<file path="config.mk">
export PLATFORM = sky130hd
export DESIGN_NAME = sap_top
export DESIGN_NICKNAME = d
export VERILOG_FILES = /design/src/hdl/sap_pkg.sv /design/src/hdl/sap_datapath.sv /design/src/hdl/sap_result.sv /design/src/hdl/sap_sequencer.sv /design/src/hdl/sap_top.sv
export SDC_FILE = /design/constraint.sdc
export NUM_CORES = 1
export LEC_CHECK = 0
export BUFFER_PORTS_ARGS = -buffer_cell sky130_fd_sc_hd__buf_2
export CORE_ASPECT_RATIO = 1.25
export CORE_MARGIN = 2
export CORE_UTILIZATION = 55
export CTS_CLUSTER_DIAMETER = 150
export DETAILED_ROUTE_END_ITERATION = 6
export GPL_ROUTABILITY_DRIVEN = 0
export PLACE_DENSITY = 0.69
export SLEW_MARGIN = 10
export SYNTH_ARGS = -nofsm -noshare
export SYNTH_HDL_FRONTEND = slang
export SYNTH_SLANG_ARGS = --single-unit
</file>
<file path="constraint.sdc">
create_clock -name clk -period 8.05 [get_ports clk]
set_input_delay 0.805 -clock clk [delete_from_list [all_inputs] [get_ports clk]]
set_output_delay 0.805 -clock clk [all_outputs]
set_load 0.02 [all_outputs]
</file>
<file path="src/hdl/sap_pkg.sv">
// Shared types for the accumulator computer; imported by every RTL block
package sap_pkg;

    typedef enum logic [3:0] {
        OP_HLT = 4'h0,
        OP_NOP = 4'h1,
        OP_ADD = 4'h2,
        OP_SUB = 4'h3,
        OP_LDA = 4'h4,
        OP_OUT = 4'h5,
        OP_STA = 4'h6,
        OP_JMP = 4'h7
    } opcode_e;

    typedef enum logic [2:0] {
        T0 = 3'd0,
        T1 = 3'd1,
        T2 = 3'd2,
        T3 = 3'd3,
        T4 = 3'd4,
        T5 = 3'd5
    } stage_e;

    // Bit order follows the classic fourteen-bit control word, pc_inc is the MSB
    typedef struct packed {
        logic pc_inc;           // Count PC up
        logic pc_en;            // PC onto bus
        logic pc_load;          // PC from bus
        logic mar_addr_load_n;  // MAR from bus
        logic mar_mem_load_n;   // RAM[MAR] from bus
        logic ram_en_n;         // RAM onto bus
        logic ir_load_n;        // IR from bus
        logic ir_en_n;          // IR operand onto bus
        logic rega_load_n;      // A from bus
        logic rega_en;          // A onto bus
        logic adder_sub;        // Subtract instead of add
        logic regb_en;          // Adder result onto bus
        logic regb_load_n;      // B from bus
        logic out_load_n;       // Output register from bus
    } ctrl_word_t;

    localparam ctrl_word_t CTRL_IDLE = 14'b00011111100011;

    // One RAM byte, read as an instruction or as plain data
    typedef union packed {
        struct packed {
            opcode_e    op;
            logic [3:0] addr;
        } instr;
        logic [7:0] data;
    } mem_word_u;

    typedef struct packed {
        logic       psel;
        logic       penable;
        logic       pwrite;
        logic [5:0] paddr;
        logic [7:0] pwdata;
    } apb_req_t;

    typedef struct packed {
        logic [7:0] prdata;
        logic       pready;
        logic       pslverr;
    } apb_rsp_t;

    typedef struct packed {
        logic       we;
        logic [3:0] addr;
        logic [7:0] wdata;
    } host_mem_t;

    localparam logic [5:0] REG_RAM_BASE  = 6'h00;
    localparam logic [5:0] REG_CTRL      = 6'h10;
    localparam logic [5:0] REG_STATUS    = 6'h11;
    localparam logic [5:0] REG_OUT       = 6'h12;
    localparam logic [5:0] REG_OUT_COUNT = 6'h13;

endpackage

</file>
<file path="src/hdl/sap_datapath.sv">
// Execute side of the accumulator computer: PC, MAR, RAM, IR, A, B, adder and shared bus
`timescale 1ns/1ps

module sap_datapath
    import sap_pkg::*;
#(
    parameter int DATA_W = 8,
    parameter int ADDR_W = 4
) (
    input  logic              clk,
    input  logic              rst_n,
    input  ctrl_word_t        ctrl,
    input  host_mem_t         host,
    output logic [DATA_W-1:0] host_rdata,
    output opcode_e           opcode,
    output logic [DATA_W-1:0] bus_value
);

    localparam int DEPTH = 1 << ADDR_W;

    logic [ADDR_W-1:0] pc;
    logic [ADDR_W-1:0] mar;
    logic [DATA_W-1:0] ram [DEPTH];
    mem_word_u         ir;
    logic [DATA_W-1:0] reg_a;
    logic [DATA_W-1:0] reg_b;
    logic [DATA_W-1:0] alu_out;
    logic [DATA_W-1:0] bus;

    logic              host_sel;
    logic [ADDR_W-1:0] ram_addr;
    logic [DATA_W-1:0] ram_rdata;

    // Host owns the RAM port on a write strobe or when the sequencer is quiet
    assign host_sel  = host.we || (ctrl == CTRL_IDLE);
    assign ram_addr  = host_sel ? host.addr : mar;
    assign ram_rdata = ram[ram_addr];

    assign alu_out = ctrl.adder_sub ? (reg_a - reg_b) : (reg_a + reg_b);   // Wraps modulo 2**DATA_W

    // One driver at a time, the microcode never enables two
    always_comb begin
        if (ctrl.pc_en) begin
            bus = DATA_W'(pc);
        end else if (!ctrl.ir_en_n) begin
            bus = DATA_W'(ir.instr.addr);       // Operand field only
        end else if (!ctrl.ram_en_n) begin
            bus = ram_rdata;
        end else if (ctrl.rega_en) begin
            bus = reg_a;
        end else if (ctrl.regb_en) begin
            bus = alu_out;
        end else begin
            bus = '0;
        end
    end

    always_ff @(posedge clk or negedge rst_n) begin
        if (!rst_n) begin
            pc <= '0;
        end else if (ctrl.pc_load) begin
            pc <= bus[ADDR_W-1:0];              // JMP target
        end else if (ctrl.pc_inc) begin
            pc <= pc + 1'b1;                    // Runs past HLT too
        end
    end

    always_ff @(posedge clk) begin
        if (!ctrl.mar_addr_load_n) begin
            mar <= bus[ADDR_W-1:0];
        end
        if (!ctrl.ir_load_n) begin
            ir.data <= bus;
        end
        if (!ctrl.rega_load_n) begin
            reg_a <= bus;
        end
        if (!ctrl.regb_load_n) begin
            reg_b <= bus;
        end
    end

    // Host load of the program, or STA from the bus
    always_ff @(posedge clk) begin
        if (host_sel && host.we) begin
            ram[host.addr] <= host.wdata;
        end else if (!ctrl.mar_mem_load_n) begin
            ram[mar] <= bus;
        end
    end

    assign host_rdata = ram_rdata;
    assign opcode     = ir.instr.op;
    assign bus_value  = bus;

endmodule

</file>
<file path="src/hdl/sap_result.sv">
// Output register, OUT counter and APB slave for run control, status and RAM access
`timescale 1ns/1ps

module sap_result
    import sap_pkg::*;
#(
    parameter int DATA_W = 8,
    parameter int ADDR_W = 4
) (
    input  logic              clk,
    input  logic              rst_n,
    input  apb_req_t          apb,
    output apb_rsp_t          apb_rsp,
    input  ctrl_word_t        ctrl,
    input  logic [DATA_W-1:0] bus_value,
    input  logic              halted,
    output logic              run,
    output host_mem_t         host,
    input  logic [DATA_W-1:0] host_rdata,
    output logic [DATA_W-1:0] out_value,
    output logic [DATA_W-1:0] out_count
);

    logic access;
    logic wr;
    logic rd;
    logic ram_hit;
    logic wr_ok;
    logic [DATA_W-1:0] rdata;
    logic rd_err;

    assign access  = apb.psel && apb.penable;  // No wait states
    assign wr      = access && apb.pwrite;
    assign rd      = access && !apb.pwrite;
    assign ram_hit = (apb.paddr >> ADDR_W) == (REG_RAM_BASE >> ADDR_W);

    // RAM only while stopped, CTRL at any time
    assign wr_ok = (ram_hit && !run) || (apb.paddr == REG_CTRL);

    always_comb begin
        rdata  = '0;
        rd_err = 1'b0;
        if (ram_hit) begin
            if (run) begin
                rd_err = 1'b1;                  // Port belongs to the machine
            end else begin
                rdata = host_rdata;
            end
        end else begin
            case (apb.paddr)
                REG_CTRL:      rdata = DATA_W'(run);
                REG_STATUS:    rdata = DATA_W'(halted);
                REG_OUT:       rdata = out_value;
                REG_OUT_COUNT: rdata = out_count;
                default:       rd_err = 1'b1;
            endcase
        end
    end

    assign apb_rsp.prdata  = rd ? rdata : '0;
    assign apb_rsp.pready  = 1'b1;
    assign apb_rsp.pslverr = (rd && rd_err) || (wr && !wr_ok);

    // Address also steers host reads, the strobe gates writes
    assign host.we    = wr && ram_hit && !run;
    assign host.addr  = apb.paddr[ADDR_W-1:0];
    assign host.wdata = apb.pwdata;

    always_ff @(posedge clk or negedge rst_n) begin
        if (!rst_n) begin
            run <= 1'b0;
        end else if (wr && apb.paddr == REG_CTRL) begin
            run <= apb.pwdata[0];
        end
    end

    // OUT lands here in its T3 cycle
    always_ff @(posedge clk or negedge rst_n) begin
        if (!rst_n) begin
            out_value <= '0;
            out_count <= '0;
        end else if (!ctrl.out_load_n) begin
            out_value <= bus_value;
            out_count <= out_count + 1'b1;
        end
    end

endmodule

</file>
<file path="src/hdl/sap_sequencer.sv">
// Six-stage microcode sequencer; turns opcode and stage into the datapath control word
`timescale 1ns/1ps

module sap_sequencer
    import sap_pkg::*;
(
    input  logic       clk,
    input  logic       rst_n,
    input  logic       run,
    input  opcode_e    opcode,
    output ctrl_word_t ctrl,
    output logic       halted
);

    stage_e     stage;
    logic       armed;      // Run seen at a falling edge
    ctrl_word_t ucode;

    // Stage moves on the falling edge so the word is settled at the rising edge
    always_ff @(negedge clk or negedge rst_n) begin
        if (!rst_n) begin
            stage  <= T0;
            armed  <= 1'b0;
            halted <= 1'b0;
        end else if (!run) begin
            stage  <= T0;       // Stopped machine waits in fetch
            armed  <= 1'b0;
            halted <= 1'b0;
        end else if (!armed) begin
            armed <= 1'b1;      // First full T0 cycle starts here
        end else if (halted) begin
            stage <= stage;     // Frozen until run drops
        end else if (stage == T3 && opcode == OP_HLT) begin
            halted <= 1'b1;
        end else if (stage == T5) begin
            stage <= T0;
        end else begin
            stage <= stage_e'(stage + 3'd1);
        end
    end

    always_comb begin
        ucode = CTRL_IDLE;
        case (stage)
            T0: begin                           // PC to MAR
                ucode.pc_en           = 1'b1;
                ucode.mar_addr_load_n = 1'b0;
            end
            T1: begin
                ucode.pc_inc = 1'b1;
            end
            T2: begin                           // RAM to IR
                ucode.ram_en_n  = 1'b0;
                ucode.ir_load_n = 1'b0;
            end
            T3: begin
                case (opcode)
                    OP_ADD, OP_SUB, OP_LDA, OP_STA: begin
                        ucode.ir_en_n         = 1'b0;
                        ucode.mar_addr_load_n = 1'b0;
                    end
                    OP_OUT: begin
                        ucode.rega_en    = 1'b1;
                        ucode.out_load_n = 1'b0;
                    end
                    OP_JMP: begin
                        ucode.ir_en_n = 1'b0;
                        ucode.pc_load = 1'b1;
                    end
                    default: ;
                endcase
            end
            T4: begin
                case (opcode)
                    OP_ADD, OP_SUB: begin       // Operand into B
                        ucode.ram_en_n    = 1'b0;
                        ucode.regb_load_n = 1'b0;
                    end
                    OP_LDA: begin
                        ucode.ram_en_n    = 1'b0;
                        ucode.rega_load_n = 1'b0;
                    end
                    OP_STA: begin
                        ucode.rega_en        = 1'b1;
                        ucode.mar_mem_load_n = 1'b0;
                    end
                    default: ;
                endcase
            end
            T5: begin
                case (opcode)
                    OP_ADD: begin
                        ucode.regb_en     = 1'b1;
                        ucode.rega_load_n = 1'b0;
                    end
                    OP_SUB: begin
                        ucode.adder_sub   = 1'b1;
                        ucode.regb_en     = 1'b1;
                        ucode.rega_load_n = 1'b0;
                    end
                    default: ;
                endcase
            end
            default: ;
        endcase
    end

    // Nothing reaches the datapath unless the machine is really running
    assign ctrl = (run && armed) ? ucode : CTRL_IDLE;

endmodule

</file>
<file path="src/hdl/sap_top.sv">
// Top of the accumulator computer; ties sequencer, datapath and host block together
`timescale 1ns/1ps

module sap_top
    import sap_pkg::*;
#(
    parameter int DATA_W = 8,
    parameter int ADDR_W = 4
) (
    input  logic              clk,
    input  logic              rst_n,
    input  apb_req_t          apb,
    output apb_rsp_t          apb_rsp,
    output logic [DATA_W-1:0] out_value,
    output logic [DATA_W-1:0] out_count
);

    ctrl_word_t        ctrl;
    opcode_e           opcode;
    logic              run;
    logic              halted;
    host_mem_t         host;
    logic [DATA_W-1:0] host_rdata;
    logic [DATA_W-1:0] bus_value;

    sap_sequencer u_sequencer (
        .clk    (clk),
        .rst_n  (rst_n),
        .run    (run),
        .opcode (opcode),
        .ctrl   (ctrl),
        .halted (halted)
    );

    sap_datapath #(
        .DATA_W (DATA_W),
        .ADDR_W (ADDR_W)
    ) u_datapath (
        .clk        (clk),
        .rst_n      (rst_n),
        .ctrl       (ctrl),
        .host       (host),
        .host_rdata (host_rdata),
        .opcode     (opcode),
        .bus_value  (bus_value)
    );

    sap_result #(
        .DATA_W (DATA_W),
        .ADDR_W (ADDR_W)
    ) u_result (
        .clk        (clk),
        .rst_n      (rst_n),
        .apb        (apb),
        .apb_rsp    (apb_rsp),
        .ctrl       (ctrl),
        .bus_value  (bus_value),
        .halted     (halted),
        .run        (run),
        .host       (host),
        .host_rdata (host_rdata),
        .out_value  (out_value),
        .out_count  (out_count)
    );

endmodule

</file>
## After elaboration in Yosys (flattened, before gate mapping)

Memory sizes are Yosys's and may differ from the RTL's.
Cells that the tools add are included.

| word-level totals | value |
|---|---|
| logic and storage cells | 124 |
| RAM bits | 128 |
| flip-flop bits (word level) | 54 |
| output and inout bits | 26 |
| bits of input ports | 19 |
| memories | 1 |

| operators by class | value |
|---|---|
| mux-type cells | 59 |
| equality and inequality tests | 19 |
| reduce and logical (&&, ||, !) cells | 29 |
| add/subtract/negate cells | 5 |

Memory list:

| memory | depth | bits a word | read ports | clocked after memory_dff | write ports | line | RTL |
|---|---|---|---|---|---|---|---|
| u_datapath.ram | 16 | 8 | 1 | 0 | 1 | sap_datapath.sv:23 | `logic [DATA_W-1:0] ram [DEPTH];` |

Operators with widths:

| cell | number |
|---|---|
| two-way mux 8 bit | 10 |
| two-way mux 1 bit | 33 |
| one-hot mux 8 bit (4 select lines) | 1 |
| equality test 6 x 5 -> 1 bit (second input constant) | 4 |
| equality test 4 x 3 -> 1 bit (second input constant) | 4 |
| two-way mux 4 bit | 4 |
| two-way mux 3 bit | 5 |
| equality test 14 x 11 -> 1 bit (second input constant) | 1 |
| two-way mux 14 bit | 1 |
| logical AND 1 bit | 12 |
| adder 8 x 1 -> 8 bit (second input constant) | 1 |
| adder 8 bit | 1 |
| equality test 4 x 2 -> 1 bit (second input constant) | 2 |
| one-hot mux 1 bit (2 select lines) | 4 |
| OR reduction 4 bit | 2 |
| OR reduction 8 bit | 1 |
| subtractor 8 bit | 1 |
| equality test 3 x 2 -> 1 bit (second input constant) | 2 |
| equality test 3 bit (second input constant) | 2 |
| logical NOT 6 bit | 1 |
| inequality test 2 bit (second input constant) | 3 |
| OR reduction 5 bit | 1 |
| adder 4 x 1 -> 4 bit (second input constant) | 1 |
| logical NOT 4 bit | 1 |
| 10 further kinds | 14 |

## Longest topological paths before layout

Gate-level depths: netlist of the first run.
An unclocked memory read counts as a cell.

| depth | value |
|---|---|
| depth after elaboration | 13 |
| gate-level depth with buffers | 20 |
| mapped depth without buffers | 18 |

## By module

A second synthesis of the first run with hierarchy kept.

| unflattened totals | value |
|---|---|
| cell total of the unflattened synthesis | 683 |
| area, all modules | 8968.6 µm² |

By module, submodules not included:

| module | seq. area each (µm²) | instances | area each (µm²) | cells an instance |
|---|---|---|---|---|
| sap_datapath | 4784.6 | 1 | 7354.6 | 519 |
| sap_result | 425.4 | 1 | 1068.5 | 95 |
| sap_sequencer | 125.1 | 1 | 545.5 | 69 |

==> summary.txt, run 1 <==
Finish
  • Fin area: 11100 sq um
  • Area Overhead vs Synth: 26.7%
  • Antenna cells: 0
  • Share of layout cells above drive strength 1: 36.2%
  • Fin nets: 842
  • # fillers: 1044

Job
  • Max-Cap Viols: 0

Global route
  • Initial antenna violation count: 0
  • Global-route wire length before repair: 34600 microns
  • Gr ovfl total: 0
  • Vias in the first global route: 6215
  • Largest net degree at the start of global routing: 27
  • Total Routing Usage GR: 27.7%

Yosys
  • Top-count cell post-synth: edfxtp_1
  • Number of enable flip-flop cells after synthesis: 156
  • Synth Warn #: 0
  • Yosys top cell by area: edfxtp_1
  • Seq/Total Area, Yosys: 60.8%
  • Synthesized netlist cell count: 658
  • Async set-reset flop share out of synthesis: 14.3%
  • Synth Area per Inst: 13.3 sq um
  • Top post-synthesis cells by count: edfxtp_1, mux2i_1, nand2_1, nor2_1, dfrtp_1
  • Area share of the largest cell type after synthesis: 53.4%
  • Syn_nets: 689
  • Area contributors post-synth: edfxtp_1, mux2i_1, dfrtp_1, mux2_2, nand2_1
  • Synth Register Bits: 182
  • Yosys cell types: 77
  • Post-synth top flop: edfxtp_1
  • Cell area after synthesis: 8780 sq um

Pwr
  • Tot Pwr: 0.00197 W
  • Peak supply drop: 0.176 mV
  • Seq pwr share: 52.0%
  • Leakage: 4.33 nW
  • Psw: 0.000443 W
  • Power Density: 177 nW/um^2
  • Switching Share: 22.5%
  • Pint: 0.00153 W
  • Clock share of power: 40.7%
  • Combinational power share: 7.3%

CTS
  • Cts bufs inserted: 17
  • # clock sinks: 182
  • CTS root buf: clkbuf_16
  • Max Buffers Root-to-Sink: 2
  • CTS H-Tree Depth: 4
  • Skew-Pair Late Insertion Delay: 440 ps
  • CTS tree: built
  • Reg clk slew, reported paths: 70 ps

Floorplanning
  • Site Rows: 51
  • Die area: 17000 sq um
  • Initial Utilization: 56.2%
  • Core box area: 15600 sq um
  • Height of the die: 145 microns
  • # IOs: 45
  • Die X: 117 microns

Place
  • Place WS: -235 ps
  • Port Buf Inserts: 43
  • Dpl cell area: 9780 sq um
  • Detailed Place HPWL: 15900 microns

Critical path
  • Crit. End Element: output pin
  • Worst R2R Start: u_sequencer.stage[2]
  • Crit path launch type: register
  • Crit Path Category: register to output pin
  • CP Max Fanout: 7
  • CP startpoint: u_sequencer.stage[1]
  • CP arrival: 7830 ps
  • Worst EP required: 7240 ps

Routing
  • Via density: 6.01
  • Initial DRC count: 659
  • DRC violations left: 0
  • Detailed Route WL: 23100 microns
  • Post-route ant nets: 0
  • DR WL/cell: 22.3 microns
  • Via count: 6227
  • First-pass DRT Iterations: 7

STA
  • Max Slew Vio Count: 0
  • RSZ-0062 raised after global routing: true
  • Setup Skew: 32.4 ps
  • Relative slew slack: 19.2%
  • Measured slew at the worst slew-check pin: 1200 ps
  • Setup slack after layout: -587 ps
  • Fin. Hold Viols: 0
  • Final setup fails: 8

Status
  • Violated checks: setup timing
  • Status: finished, violations left

Hold path
  • Hold crit path type: input port to async pin
per-stage QoR:
| stage | std cells | hold WS (ps) | utilization, % | setup TNS [ps] |
|---|---|---|---|---|
| 2_1_floorplan | 658 | 481 | - | -70.6 |
| 4_1_cts | 1020 | 373 | 69.6 | -6300 |
| 6_report | 1036 | 362 | 71.1 | -4100 |
| 3_5_place_dp | 963 | 511 | 62.5 | -4130 |
| 5_1_grt | 1036 | 407 | 71.1 | -5360 |
| 3_3_place_gp | 963 | 504 | 62.5 | -2130 |
placed cells by master (no fill, tap or decap), types with 11 or more instances in the layout:
cell type  instances
a21oi_1           11
buf_2             37
buf_4             94
buf_6             20
clkbuf_16         17
dfrtp_1           21
edfxtp_1         156
inv_1             19
mux2_2            14
mux2i_1           49
nand2_1           55
nor2_1            49
nor3_1            13
o21ai_0           12
worst max-delay path, cell delays in order, from the launching register on:
cell	delay (ps)
dfrtn_1	410
and2_4	160
ha_4	150
nand2b_4	50
or4_4	530
nand4_4	90
o21ai_4	90
buf_6	140
mux2i_4	180
buf_6	150
buf_12	130
buf_12	140
buf_6	110
mux2i_2	140
a22oi_2	160
a21oi_2	80
nor2_2	200
nand2_1	110
a21oi_2	220
buf_4	160
power by group through the flow:
stage | clock (W) | sequential [W] | combinational [W]
finish | 0.000801 | 0.00102 | 0.000144
floorplan | 0 | 0.00104 | 0.0000624
detailed placement | 0 | 0.00104 | 0.000107
global route | 0.000849 | 0.00102 | 0.000151
global placement | 0 | 0.00104 | 0.000105
CTS | 0.000806 | 0.00102 | 0.000134
area by class of cell:
class | instances | area (sq um) | share of cell area, %
flip-flops and latches | 182 | 5340 | 48.0
multi-input cells | 429 | 3560 | 32.0
repair buffers | 161 | 1310 | 11.8
clock buffers | 18 | 429 | 3.86
well taps | 212 | 265 | 2.38
clock inverters | 14 | 140 | 1.26
inverters | 20 | 75.1 | 0.675
cell families after synthesis:
family / share of synthesized area [%]
adders and majority gates: 1.80
buffers and inverters: 3.08
AOI/OAI and AO/OA: 8.54
and+or+nand+nor: 11.6
muxes: 12.3
xor gates and xnor gates: 1.90
other: 0.0427
DFF: 60.8
repair_timing:
| action | CTS | global route |
|---|---|---|
| gates resized for setup | 75 | 48 |
| hold buffers | 0 | 0 |
| gates cloned | 3 | 1 |
| pin swaps | 22 | 24 |
| buffers inserted | 22 | 20 |
| endpoints found under the setup margin | 43 | 85 |
path summary, 6_finish.rpt:
kind                                          to  slack (ps)  cells after the start
setup / recovery                      apb_rsp[2]        -590                     19
hold / removal             u_result.out_count[3]         360                      1
setup reg to reg             u_datapath.reg_b[7]          60                     19
hold reg to reg            u_result.out_count[1]         540                      2
max in group asynchronous   u_sequencer.stage[2]        3330                      1
min in group clk           u_result.out_count[1]         540                      2
sequential cells by signal (all words and copies together), names as in the netlist, 4 cells and up:
| register | count |
|---|---|
| u_datapath.ram | 128 |
| u_datapath.reg_b | 8 |
| u_result.out_count | 8 |
| u_datapath.pc | 4 |
| u_datapath.mar | 4 |
| u_result.out_value | 8 |
| u_datapath.ir | 8 |
| u_datapath.reg_a | 8 |
metal layers:
layer | vias up | track usage [%] | routed length (microns) | part of all wire, %
li1 | 2795 | - | - | -
met1 | 3081 | 34.0 | 8750 | 38
met2 | 272 | 46.6 | 11800 | 51
met3 | 79 | 4.59 | 1320 | 5.7
met4 | 0 | 14.0 | 1190 | 5.1
met5 | - | 0 | 0 | 0
(Power assumes the default switching activity.)
==> run 2, diff against run 1 <==
--- a/config.mk
+++ b/config.mk
@@ -7,7 +7,7 @@
 export LEC_CHECK = 0
 export BUFFER_PORTS_ARGS = -buffer_cell sky130_fd_sc_hd__buf_2
 export CORE_ASPECT_RATIO = 1.25
-export CORE_MARGIN = 2
+export CORE_MARGIN = 4
 export CORE_UTILIZATION = 55
 export CTS_CLUSTER_DIAMETER = 150
 export DETAILED_ROUTE_END_ITERATION = 6
==> constraint.sdc (replaced) <==
create_clock -name clk -period 8.7 [get_ports clk]
set_input_delay 0.87 -clock clk [delete_from_list [all_inputs] [get_ports clk]]
set_output_delay 0.87 -clock clk [all_outputs]
set_load 0.02 [all_outputs]
==> run 2 against run 1 <==
  * Largest cell class unchanged
  * Highest routed layer unchanged
  * The flow still finishes with violations (setup timing)
  * First-iteration DRC count down 5.9%
  * Critical path type unchanged
  * Global-route usage down 2.4 points
  * Setup slack better by 300 ps
==> summary.txt, run 2 (synthesis results as in run 1) <==
Global route
  • Global-route wire length before repair: 34100 microns
  • Gr ovfl total: 0
  • Largest net degree at the start of global routing: 27
  • Vias in the first global route: 5994
  • Initial antenna violation count: 0
  • Total Routing Usage GR: 25.3%

STA
  • Max Slew Vio Count: 0
  • Fin. Hold Viols: 0
  • Relative slew slack: 19.6%
  • Measured slew at the worst slew-check pin: 1200 ps
  • Setup slack after layout: -284 ps
  • Setup Skew: 33.3 ps
  • RSZ-0062 raised after global routing: true
  • Hold Slack: 420 ps
  • Final setup fails: 8

Pwr
  • Power Density: 172 nW/um^2
  • Peak supply drop: 0.153 mV
  • Leakage: 4.12 nW

Finish
  • Fin cells: 995
  • # fillers: 1052
  • Fin nets: 801
  • Share of layout cells above drive strength 1: 31.7%
  • Reg with most FFs: u_datapath.ram
  • Most common cell after layout, fill and taps aside: edfxtp_1
  • Area Overhead vs Synth: 22.2%
  • Area of the multi-input gates: 3500 sq um
  • Reg area: 5340 sq um
  • Antenna cells: 0
  • Fin area: 10700 sq um
  • Commonest cells after routing, fill and taps aside: edfxtp_1, buf_4, nand2_1
  • Max FFs per register: 128

Critical path
  • CP arrival: 8110 ps
  • Most used cell, CP: buf_6
  • Worst EP required: 7830 ps
  • Crit Path Category: register to output pin
  • Crit. End Element: output pin
  • Slowest library cell on the worst path: or4_4
  • Crit-path max cell delay: 500 ps
  • CP delay by family, top: multiplexers
  • Critical path cell sequence: and2_4 > ha_4 > nand2b_4 > or4_4 > nand4_4 > o21ai_4 > buf_6 > mux2i_4 > buf_6 > buf_12 > mux2i_1 > mux4_2 > mux2i_2 > a22oi_1 > nor2_1 > buf_4
  • Crit path launch type: register
  • Worst Path Buf+Inv: 4
  • CP Max Fanout: 8

Job
  • Max-Cap Viols: 0

CTS
  • Reg clk slew, reported paths: 80 ps
  • Cts bufs inserted: 17
  • CTS H-Tree Depth: 4
  • CTS tree: built
  • Max Buffers Root-to-Sink: 2
  • Hold Buf Count CTS: 0
  • CTS root buf: clkbuf_16
  • # clock sinks: 182
  • Skew-Pair Late Insertion Delay: 440 ps

Routing
  • Via count: 6134
  • DR WL/cell: 23.0 microns
  • Initial DRC count: 620
  • Via density: 6.16
  • DRC violations left: 0
  • Post-route ant nets: 0
  • Detailed Route WL: 22900 microns
  • First-pass DRT Iterations: 5

Place
  • Detailed Place HPWL: 15400 microns
  • Dpl cell area: 9460 sq um
  • Port Buf Inserts: 43
  • Dpl cells: 929

Floorplanning
  • Height of the die: 149 microns
  • # IOs: 45
  • Core box area: 15600 sq um
  • Initial Utilization: 56.2%
  • Die X: 121 microns
  • Die area: 18100 sq um
  • Site Rows: 51

Hold path
  • Hold crit path type: input port to async pin

Status
  • Status: finished, violations left
  • Violated checks: setup timing
## run 2: changes by cell type in the layout (fill, tap and decap cells not counted), sizes merged
cell    change
clkinv      -1
buf        -41
inv         +1
## run 2: final timing paths
path | startpoint | to | slack [ps] | depth (start not counted)
worst max-delay path | u_sequencer.stage[0] | apb_rsp[4] | -280 | 16
worst min-delay path | rst_n | u_result.out_count[6] | 420 | 1
worst max register to register | u_sequencer.stage[2] | u_datapath.ir[7] | 230 | 19
worst min register to register | u_result.out_count[7] | u_result.out_count[7] | 530 | 1
max in group asynchronous | rst_n | u_sequencer.stage[1] | 3590 | 1
min in group clk | u_result.out_count[7] | u_result.out_count[7] | 530 | 1
## run 2: final cells by class
type,count,area share (%)
inverters,20,0.700
repair buffers,120,8.81
multi-input cells,429,32.6
clock inverters,14,1.66
flip-flops and latches,182,49.7
well taps,212,2.47
clock buffers,18,4.00
## run 2: what timing repair did
item                                    4_1_cts  5_1_grt
pin swaps                                    20       21
endpoints found under the setup margin        8       48
setup buffers                                20       14
hold endpoints to repair                      0        0
gates cloned                                  3        1
gates resized for setup                      72       33
## run 2: per-stage QoR
step           utilization (%)  TNS [ps]  worst slack, ps  total power, W
6_report                  68.6     -1850             -284         0.00184
3_5_place_dp              60.5      -320             -124         0.00106
3_3_place_gp              60.5     -99.6            -99.6         0.00105
2_1_floorplan                -         0             43.1         0.00102
4_1_cts                   67.6     -1770             -310         0.00184
5_1_grt                   68.6     -2900             -434         0.00189
## run 2: routing by layer
layer | GRT usage (%) | up-vias | share of wire (%)
met5 | 0 | - | 0
met4 | 12.2 | 0 | 4.7
met3 | 4.17 | 64 | 6.1
met2 | 42.9 | 294 | 51
met1 | 31.5 | 3056 | 38
li1 | - | 2720 | -
## run 2: report_power, final
group	leakage (nW)	switching, W	internal [W]
clock	0.293	0.000363	0.000414
sequential	1.76	0.00000162	0.000946
combinational	2.07	0.0000662	0.0000546
